## src/sha512_pkg.sv

```systemverilog
// Shared SHA-512 widths, register map, control bits and hash constants for design and testbench
package sha512_pkg;

  // ------------------------------------------------------------
  // Widths and counts
  // ------------------------------------------------------------
  localparam int word_w       = 64;
  localparam int bus_w        = 32;
  localparam int block_words  = 32;
  localparam int digest_words = 16;
  localparam int num_rounds   = 80;

  typedef logic [word_w-1:0] sha_word_t;

  // Element 0 is H0 and sits in the most significant position
  typedef sha_word_t [0:7] hash_state_t;

  // Word 0 of the message block is the most significant
  typedef sha_word_t [0:15] msg_block_t;

  // ------------------------------------------------------------
  // Register word offsets
  // ------------------------------------------------------------
  localparam int unsigned reg_ctrl        = 32'h00;
  localparam int unsigned reg_status      = 32'h01;
  localparam int unsigned reg_block_base  = 32'h10;
  localparam int unsigned reg_digest_base = 32'h40;

  // Control register bits, all self clearing
  localparam int ctrl_init       = 0;
  localparam int ctrl_next       = 1;
  localparam int ctrl_zeroize    = 2;
  localparam int ctrl_intr_clear = 3;

  // Status register bits
  localparam int stat_ready = 0;
  localparam int stat_valid = 1;

  // ------------------------------------------------------------
  // Initial hash value, FIPS 180-4 section 5.3.5
  // ------------------------------------------------------------
  localparam hash_state_t h_init = {
    64'h6a09e667f3bcc908, 64'hbb67ae8584caa73b,
    64'h3c6ef372fe94f82b, 64'ha54ff53a5f1d36f1,
    64'h510e527fade682d1, 64'h9b05688c2b3e6c1f,
    64'h1f83d9abfb41bd6b, 64'h5be0cd19137e2179
  };

  // ------------------------------------------------------------
  // Round constants, one per round
  // ------------------------------------------------------------
  localparam sha_word_t [0:num_rounds-1] k_round = {
    64'h428a2f98d728ae22, 64'h7137449123ef65cd,
    64'hb5c0fbcfec4d3b2f, 64'he9b5dba58189dbbc,
    64'h3956c25bf348b538, 64'h59f111f1b605d019,
    64'h923f82a4af194f9b, 64'hab1c5ed5da6d8118,
    64'hd807aa98a3030242, 64'h12835b0145706fbe,
    64'h243185be4ee4b28c, 64'h550c7dc3d5ffb4e2,
    64'h72be5d74f27b896f, 64'h80deb1fe3b1696b1,
    64'h9bdc06a725c71235, 64'hc19bf174cf692694,
    64'he49b69c19ef14ad2, 64'hefbe4786384f25e3,
    64'h0fc19dc68b8cd5b5, 64'h240ca1cc77ac9c65,
    64'h2de92c6f592b0275, 64'h4a7484aa6ea6e483,
    64'h5cb0a9dcbd41fbd4, 64'h76f988da831153b5,
    64'h983e5152ee66dfab, 64'ha831c66d2db43210,
    64'hb00327c898fb213f, 64'hbf597fc7beef0ee4,
    64'hc6e00bf33da88fc2, 64'hd5a79147930aa725,
    64'h06ca6351e003826f, 64'h142929670a0e6e70,
    64'h27b70a8546d22ffc, 64'h2e1b21385c26c926,
    64'h4d2c6dfc5ac42aed, 64'h53380d139d95b3df,
    64'h650a73548baf63de, 64'h766a0abb3c77b2a8,
    64'h81c2c92e47edaee6, 64'h92722c851482353b,
    64'ha2bfe8a14cf10364, 64'ha81a664bbc423001,
    64'hc24b8b70d0f89791, 64'hc76c51a30654be30,
    64'hd192e819d6ef5218, 64'hd69906245565a910,
    64'hf40e35855771202a, 64'h106aa07032bbd1b8,
    64'h19a4c116b8d2d0c8, 64'h1e376c085141ab53,
    64'h2748774cdf8eeb99, 64'h34b0bcb5e19b48a8,
    64'h391c0cb3c5c95a63, 64'h4ed8aa4ae3418acb,
    64'h5b9cca4f7763e373, 64'h682e6ff3d6b2b8a3,
    64'h748f82ee5defb2fc, 64'h78a5636f43172f60,
    64'h84c87814a1f0ab72, 64'h8cc702081a6439ec,
    64'h90befffa23631e28, 64'ha4506cebde82bde9,
    64'hbef9a3f7b2c67915, 64'hc67178f2e372532b,
    64'hca273eceea26619c, 64'hd186b8c721c0c207,
    64'heada7dd6cde0eb1e, 64'hf57d4f7fee6ed178,
    64'h06f067aa72176fba, 64'h0a637dc5a2c898a6,
    64'h113f9804bef90dae, 64'h1b710b35131c471b,
    64'h28db77f523047d84, 64'h32caab7b40c72493,
    64'h3c9ebe0a15c9bebc, 64'h431d67c49c100d4c,
    64'h4cc5d4becb3e42b6, 64'h597f299cfc657e2a,
    64'h5fcb6fab3ad6faec, 64'h6c44198c4a475817
  };

endpackage

```

## src/sha512_core_if.sv

```systemverilog
// Bundle between register block and core carrying command strobes, block, status and digest
`timescale 1ns/1ns

interface sha512_core_if
  import sha512_pkg::*;
();

  // Command strobes, each high for one cycle
  logic        init;
  logic        next;
  logic        zeroize;
  msg_block_t  block;

  // Core status and chaining state
  logic        ready;
  logic        digest_valid;
  hash_state_t digest;

  modport regs (output init, next, zeroize, block, input ready, digest_valid, digest);
  modport core (input init, next, zeroize, block, output ready, digest_valid, digest);

endinterface

```

## src/sha512_regs.sv

```systemverilog
// Register block of the SHA-512 accelerator, decodes bus accesses and steers the core
`timescale 1ns/1ns

module sha512_regs
  import sha512_pkg::*;
#(
  parameter int addr_w = 8
) (
  input  logic              clk,
  input  logic              reset_n,
  input  logic              debug_zeroize,
  input  logic              cs,
  input  logic              we,
  input  logic [addr_w-1:0] address,
  input  logic [bus_w-1:0]  write_data,
  output logic [bus_w-1:0]  read_data,
  output logic              err,
  output logic              notif_intr,
  sha512_core_if.regs       regs
);

  localparam int blk_idx_w = $clog2(block_words);
  localparam int dig_idx_w = $clog2(digest_words);

  logic [bus_w-1:0]     block_q [block_words];
  logic                 hit_ctrl;
  logic                 hit_status;
  logic                 hit_block;
  logic                 hit_digest;
  logic                 ctrl_wr;
  logic [blk_idx_w-1:0] blk_idx;
  logic [dig_idx_w-1:0] dig_idx;
  logic [bus_w-1:0]     rd_mux;
  logic                 valid_d;

  // ------------------------------------------------------------
  // Address decode
  // ------------------------------------------------------------
  assign hit_ctrl   = (address == addr_w'(reg_ctrl));
  assign hit_status = (address == addr_w'(reg_status));
  assign hit_block  = (address >= addr_w'(reg_block_base)) &&
                      (address < addr_w'(reg_block_base + block_words));
  assign hit_digest = (address >= addr_w'(reg_digest_base)) &&
                      (address < addr_w'(reg_digest_base + digest_words));

  assign blk_idx = blk_idx_w'(address - addr_w'(reg_block_base));
  assign dig_idx = dig_idx_w'(address - addr_w'(reg_digest_base));

  assign ctrl_wr = cs & we & hit_ctrl;

  // Control bits act only in the write cycle, so they read back as zero
  assign regs.init    = ctrl_wr & write_data[ctrl_init];
  assign regs.next    = ctrl_wr & write_data[ctrl_next];
  assign regs.zeroize = (ctrl_wr & write_data[ctrl_zeroize]) | debug_zeroize;

  // Word 0 lands in the upper half of message word 0
  always_comb begin
    for (int i = 0; i < 16; i++) begin
      regs.block[i] = {block_q[2*i], block_q[2*i+1]};
    end
  end

  always_ff @(posedge clk or negedge reset_n) begin
    if (!reset_n) begin
      for (int i = 0; i < block_words; i++) begin
        block_q[i] <= '0;
      end
    end else if (regs.zeroize) begin
      for (int i = 0; i < block_words; i++) begin
        block_q[i] <= '0;
      end
    end else if (cs && we && hit_block) begin
      block_q[blk_idx] <= write_data;
    end
  end

  // ------------------------------------------------------------
  // Read path and error pulse
  // ------------------------------------------------------------
  always_comb begin
    rd_mux = '0;
    if (hit_status) begin
      rd_mux[stat_ready] = regs.ready;
      rd_mux[stat_valid] = regs.digest_valid;
    end else if (hit_block) begin
      rd_mux = block_q[blk_idx];
    end else if (hit_digest) begin
      // Even offsets return the upper half, big-endian order
      if (dig_idx[0]) begin
        rd_mux = regs.digest[dig_idx[dig_idx_w-1:1]][bus_w-1:0];
      end else begin
        rd_mux = regs.digest[dig_idx[dig_idx_w-1:1]][word_w-1:bus_w];
      end
    end
  end

  always_ff @(posedge clk or negedge reset_n) begin
    if (!reset_n) begin
      read_data <= '0;
      err       <= 1'b0;
    end else begin
      if (cs && !we) begin
        read_data <= rd_mux;
      end
      err <= cs & (~(hit_ctrl | hit_status | hit_block | hit_digest) |
                   (we & (hit_status | hit_digest)));
    end
  end

  // Sticky command-done interrupt
  always_ff @(posedge clk or negedge reset_n) begin
    if (!reset_n) begin
      valid_d    <= 1'b0;
      notif_intr <= 1'b0;
    end else begin
      valid_d <= regs.digest_valid;
      if (regs.zeroize) begin
        notif_intr <= 1'b0;
      end else if (regs.digest_valid && !valid_d) begin
        notif_intr <= 1'b1;
      end else if (ctrl_wr && write_data[ctrl_intr_clear]) begin
        notif_intr <= 1'b0;
      end
    end
  end

endmodule

```

## src/flat_wrapper.sv

```systemverilog
// flat-port wrapper written by rule: the top's interface ports become plain ports
module sha512_regs_flat import sha512_pkg::*;
#(
  parameter int addr_w = 8
)
  (clk, reset_n, debug_zeroize, cs, we, address, write_data, read_data, err, notif_intr, regs_init, regs_next, regs_zeroize, regs_block, regs_ready, regs_digest_valid, regs_digest);
  sha512_core_if regs_i ();
  input  logic clk;
  input  logic reset_n;
  input  logic debug_zeroize;
  input  logic cs;
  input  logic we;
  input  logic [addr_w-1:0] address;
  input  logic [bus_w-1:0] write_data;
  output logic [bus_w-1:0] read_data;
  output logic err;
  output logic notif_intr;
  output wire logic [$bits(regs_i.init)-1:0] regs_init;
  output wire logic [$bits(regs_i.next)-1:0] regs_next;
  output wire logic [$bits(regs_i.zeroize)-1:0] regs_zeroize;
  output wire logic [$bits(regs_i.block)-1:0] regs_block;
  input wire logic [$bits(regs_i.ready)-1:0] regs_ready;
  input wire logic [$bits(regs_i.digest_valid)-1:0] regs_digest_valid;
  input wire logic [$bits(regs_i.digest)-1:0] regs_digest;
  assign regs_init = regs_i.init;
  assign regs_next = regs_i.next;
  assign regs_zeroize = regs_i.zeroize;
  assign regs_block = regs_i.block;
  assign regs_i.ready = regs_ready;
  assign regs_i.digest_valid = regs_digest_valid;
  assign regs_i.digest = regs_digest;
  sha512_regs #(.addr_w(addr_w)) u_core (.clk(clk), .reset_n(reset_n), .debug_zeroize(debug_zeroize), .cs(cs), .we(we), .address(address), .write_data(write_data), .read_data(read_data), .err(err), .notif_intr(notif_intr), .regs(regs_i));
endmodule
```

## config.mk

```make
export PLATFORM = sky130hd
export DESIGN_NAME = sha512_regs_flat
export DESIGN_NICKNAME = d
export VERILOG_FILES = /design/src/sha512_pkg.sv /design/src/sha512_core_if.sv /design/src/sha512_regs.sv /design/src/flat_wrapper.sv
export SDC_FILE = /design/constraint.sdc
export NUM_CORES = 2
export LEC_CHECK = 0
export BUFFER_PORTS_ARGS = -buffer_cell sky130_fd_sc_hd__buf_4
export CAP_MARGIN = 20
export CORE_AREA = 8 8 618 620
export DETAILED_ROUTE_END_ITERATION = 6
export DIE_AREA = 0 0 626 628
export GPL_ROUTABILITY_DRIVEN = 0
export GPL_TIMING_DRIVEN = 0
export SYNTH_ARGS = -nofsm -noshare
export SYNTH_HDL_FRONTEND = slang
export SYNTH_SLANG_ARGS = --single-unit
```

## constraint.sdc

```tcl
create_clock -name clk -period 4.54 [get_ports clk]
set_input_delay 0.227 -clock clk [delete_from_list [all_inputs] [get_ports clk]]
set_output_delay 0.227 -clock clk [all_outputs]
set_load 0.05 [all_outputs]
```

==> results_tabular.tex <==
\begin{tabular}{lr}
\hline
Metric & Value \\
\hline
\multicolumn{2}{l}{\textbf{STA}} \\
Clk\_skew & approximately 63 ps \\
Transition time at the pin with the least slew margin & roughly 1300 ps \\
Count of endpoints failing setup in the final report & 4 \\
Min Tclk post-route & $\sim$4800 ps \\
Final count of hold timing violations & 0 \\
Post-route setup TNS & -585.2 ps \\
Fmax & roughly 210 MHz \\
Final-report max-slew violation count & 0 \\
Share of the clock period used by the worst path & 105.2\% \\
RSZ-0062 raised after global routing & false \\
Max transition margin & roughly 13\% \\
Worst-case setup margin in the final layout & -236.1 ps \\
\multicolumn{2}{l}{\textbf{Floorplan}} \\
Chip width & approximately 630 um \\
FP Rows & around 220 \\
Core box area & approximately 370,000 um2 \\
Initial cell density of the core & 14.57\% \\
Die footprint & roughly 400,000 um2 \\
Top Ports & around 1,600 \\
Height of the die & about 630 um \\
\multicolumn{2}{l}{\textbf{Synthesis}} \\
Synthesized instance count & 6,016 \\
Number of nets in the synthesized netlist & between 6,000 and 7,000 \\
Fraction of registers with async set/reset & 100.0\% \\
Syn. warnings & 0 \\
Mean post-synth cell area & 8.997 um2 \\
Synth Cell Area & around 54,000 um2 \\
Post-synthesis cell type count & 46 \\
Combinational family with the most area after synthesis & simple AND/OR/NAND/NOR gates \\
Simple-Gate Fraction of Synth Area & between 15 and 20\% \\
Synthesized-area fraction occupied by adder cells & 0\% \\
FF+latch count, synth & between 1,000 and 1,500 \\
Parity-gate share of the synthesized area counting xor and xnor cells & less than 1\% \\
Multiplexer share of the synthesized area & between 10\% and 20\% \\
Share of synthesized area occupied by flip-flops and latches & roughly half \\
Post-synthesis compound-gate area fraction & between 10\% and 20\% \\
Top FF cell, synth & dfrtp\_1 \\
Number of enable-type register cells in the synthesized netlist & 0 \\
\multicolumn{2}{l}{\textbf{Pwr}} \\
Leakage & around 34 nW \\
Sum of internal, switching and leakage power & about 0.024 W \\
Power density of the placed cells & around 300 nW/um2 \\
IR Drop Worst-Case VDD & 0.2597 mV \\
\multicolumn{2}{l}{\textbf{Clocking}} \\
Buffers from clock root to sink, at most & 4 \\
Cell at the root of the clock tree & clkbuf\_16 \\
Setup Buffers After CTS & 0 \\
Worst-skew pair later-pin latency & 850 ps \\
TritonCTS clock tree & yes \\
Sink count of the clock tree & 1,059 \\
CTS H-tree lvls & 4 \\
TritonCTS Buffers & around 140 \\
Clock-pin slew on the worst setup and hold paths & about 50 ps \\
\multicolumn{2}{l}{\textbf{Hold path}} \\
Kind of path behind the tightest hold check & primary input to flip-flop \\
\multicolumn{2}{l}{\textbf{Critical path}} \\
Worst path required time & 5210 ps \\
Critical path origin & address[1] \\
Startpoint of the lowest-slack register-to-register path & u\_core.regs.block[279]\$\_DFFE\_PN0P\_ \\
Maximum fanout along the worst path & 10 \\
Worst reg2reg endpoint & u\_core.read\_data[23]\$\_DFFE\_PN0P\_ \\
R2R setup slack & 1080 ps \\
Data arrival, critical path & roughly 5500 ps \\
Class of the most critical setup path & primary input to flip-flop \\
Destination of the critical timing path & u\_core.read\_data[27]\$\_DFFE\_PN0P\_ \\
CP startpoint kind & primary input \\
Logic depth of the worst register-to-register path & 5 \\
Endpoint type of the worst setup path & flip-flop \\
\multicolumn{2}{l}{\textbf{Detailed routing}} \\
Post-route antenna net violation count & 0 \\
First-pass DRT Iterations & 7 \\
Post-route DRC & 24 \\
Via density & roughly 4.8 \\
Drt total wl & around 640,000 um \\
Drt wl/cell & between 40 and 50 um \\
Count of routing violations after the opening detailed-route iteration & 9,605 \\
Number of vias in the routed layout & roughly 64,000 \\
\multicolumn{2}{l}{\textbf{Cells and area}} \\
Multi-input gate area & about 25,000 um2 \\
Fraction of final layout cells sized beyond drive strength 1 & 29.45\% \\
Post-synthesis to final-layout area growth & 47.37\% \\
FILL cells & between 40,000 and 50,000 \\
Net count, final & 8,473 \\
Flip-flop and latch area & between 20,000 and 30,000 um2 \\
\multicolumn{2}{l}{\textbf{Status}} \\
Outcome & complete, but fails checks \\
Failing checks & design-rule violations, negative setup slack \\
\multicolumn{2}{l}{\textbf{Global route}} \\
Maximum number of pins on one net before global-route repair & between 150 and 200 \\
Global Route met2 Usage & 50.69\% \\
First-pass GRT wire length & around 770,000 um \\
Met3 GRT Util & approximately 15\% \\
Peak-usage layer in the global routing report & met2 \\
Grt met1 use & roughly 28\% \\
Aggregate global routing overflow & 0 \\
Total routing resource utilization after global routing & a little under a third \\
Via count of the first global-routing pass & around 58,000 \\
Number of antenna violations at the first check in global routing & 225 \\
\multicolumn{2}{l}{\textbf{Placed design}} \\
IO Port Bufs & roughly 1,600 \\
Half-perimeter wire length after placement & 552,600 um \\
\multicolumn{2}{l}{\textbf{Job}} \\
Max-cap viol count & 0 \\
\hline
\end{tabular}
## logic make-up (layout without fill, tap and decap cells)
logic type             count (synthesis)  in the layout
flip-flops                          1059           1059
multiplexers                         674            674
AO/OA/AOI/OAI                       1407           1407
AND/OR/NAND/NOR                     2280           2280
XOR/XNOR                               1              1
buffers and inverters                595           2587
other                                  0            195
## cell usage in the layout (no fill, tap or decap), drive strengths merged, types with 29 or more instances in the layout
master and count:
nor2b 33, a211oi 29, buf 1958, nor4 66, mux2i 545, a221o 30
a21oi 1085, mux4 128, dlygate4sd3 42, clkbuf 531, diode 195, dfrtp 1059
o22ai 256, nor2 31, nand2 2077
## Yosys cell counts, types with 2 or more instances
| library cell | count | area, um2 |
|---|---|---|
| nand4_1 | 4 | 25.02 |
| a221o_1 | 30 | 300.3 |
| nor2b_1 | 33 | 206.5 |
| nand2_1 | 2077 | 7796 |
| nand2b_1 | 4 | 25.02 |
| buf_4 | 9 | 67.56 |
| clkbuf_1 | 345 | 1295 |
| nand4b_1 | 4 | 35.03 |
| nor2_2 | 10 | 62.56 |
| nor3_4 | 6 | 97.59 |
| mux2i_1 | 545 | 5455 |
| clkbuf_2 | 2 | 10.01 |
| and2_1 | 3 | 18.77 |
| o21ai_0 | 3 | 15.01 |
| mux4_2 | 128 | 2883 |
| nor2_1 | 21 | 78.83 |
| a211oi_1 | 29 | 217.7 |
| a21oi_1 | 1085 | 5430 |
| nor3_1 | 13 | 65.06 |
| or4_1 | 4 | 30.03 |
| buf_6 | 3 | 33.78 |
| nand3_1 | 14 | 70.07 |
| dfrtp_1 | 1059 | 26500 |
| buf_2 | 195 | 975.9 |
| or4b_2 | 5 | 50.05 |
| buf_1 | 40 | 150.1 |
| nor4_1 | 64 | 400.4 |
| o22ai_1 | 256 | 1602 |
| and3_1 | 2 | 12.51 |
| nand4bb_1 | 5 | 56.30 |
| and4_1 | 2 | 17.52 |
| nor4_2 | 2 | 25.02 |
## how the worst min path moves through the flow
| stage | start | depth (start not counted) | slack (ps) | endpoint |
|---|---|---|---|---|
| 2_1_floorplan | reset_n | 0 | -70 | u_core.err$_DFF_PN0_ |
| 3_3_place_gp | u_core.read_data[3]$_DFFE_PN0P_ | 1 | 500 | u_core.read_data[3]$_DFFE_PN0P_ |
| 3_5_place_dp | reset_n | 1 | 100 | u_core.regs.block[219]$_DFFE_PN0P_ |
| 4_1_cts | write_data[0] | 3 | 90 | u_core.regs.block[0]$_DFFE_PN0P_ |
| 5_1_grt | write_data[0] | 3 | 100 | u_core.regs.block[0]$_DFFE_PN0P_ |
| 6_report | regs_digest[478] | 5 | 150 | u_core.read_data[30]$_DFFE_PN0P_ |
## power by group
group	switching, W	internal, W
clock network	0.00493	0.00665
registers	0.0000154	0.00945
logic	0.00220	0.000915
total	0.00715	0.0170
## cell type report
class / count / area share (%)
antenna: 195 / 0.6118
buffer: 594 / 3.282
clock buffer: 181 / 4.901
clock inverter: 53 / 0.7499
inverter: 1 / 0.004706
multi-input combinational: 4362 / 31.54
sequential: 1059 / 33.23
tap: 4972 / 7.800
timing repair buffer: 1758 / 17.89
## registers in the layout (all words and copies together), names as in the netlist
| name | cells |
|---|---|
| u_core.notif_intr | 1 |
| u_core.regs.block | 1024 |
| u_core.err | 1 |
| u_core.read_data | 32 |
| u_core.valid_d | 1 |
## routing by layer
metal / wire [um] / vias to the layer above
li1: - / 24740
met1: 185700 / 31610
met2: 295200 / 5567
met3: 84090 / 1912
met4: 74700 / 42
met5: 283 / -
## stage by stage
| step | hold WS, ps | worst slack [ps] | utilization (%) | area (um2) | instances |
|---|---|---|---|---|---|
| after floorplan | -68.59 | 2156 | - | 54120 | 6016 |
| after CTS | 88.44 | 30.98 | 21.32 | 79170 | 12970 |
| after global routing | 97.13 | 51.69 | 21.46 | 79680 | 13150 |
| final | 146.2 | -236.1 | 21.48 | 79760 | 13180 |
| after detailed placement | 98.82 | -1486 | 19.97 | 74170 | 12700 |
| after global placement | 500.5 | -11260 | 19.51 | 72460 | 12600 |
## worst max-delay path, cell delays in order
cell and delay, ps:
buf_2 380, buf_2 630, buf_2 540, clkbuf_2 810, mux2i_1 730, o22ai_1 380
nor4_1 760, a21oi_1 510, a221o_1 390
## what timing repair did
action	in CTS	in global routing
gates resized for setup	12	3
hold buffers	43	0
hold endpoints to repair	299	0
gates cloned	0	1
setup endpoints to repair	13	143
pin swaps	0	0
No activity file was read; power rests on OpenSTA's default activity.
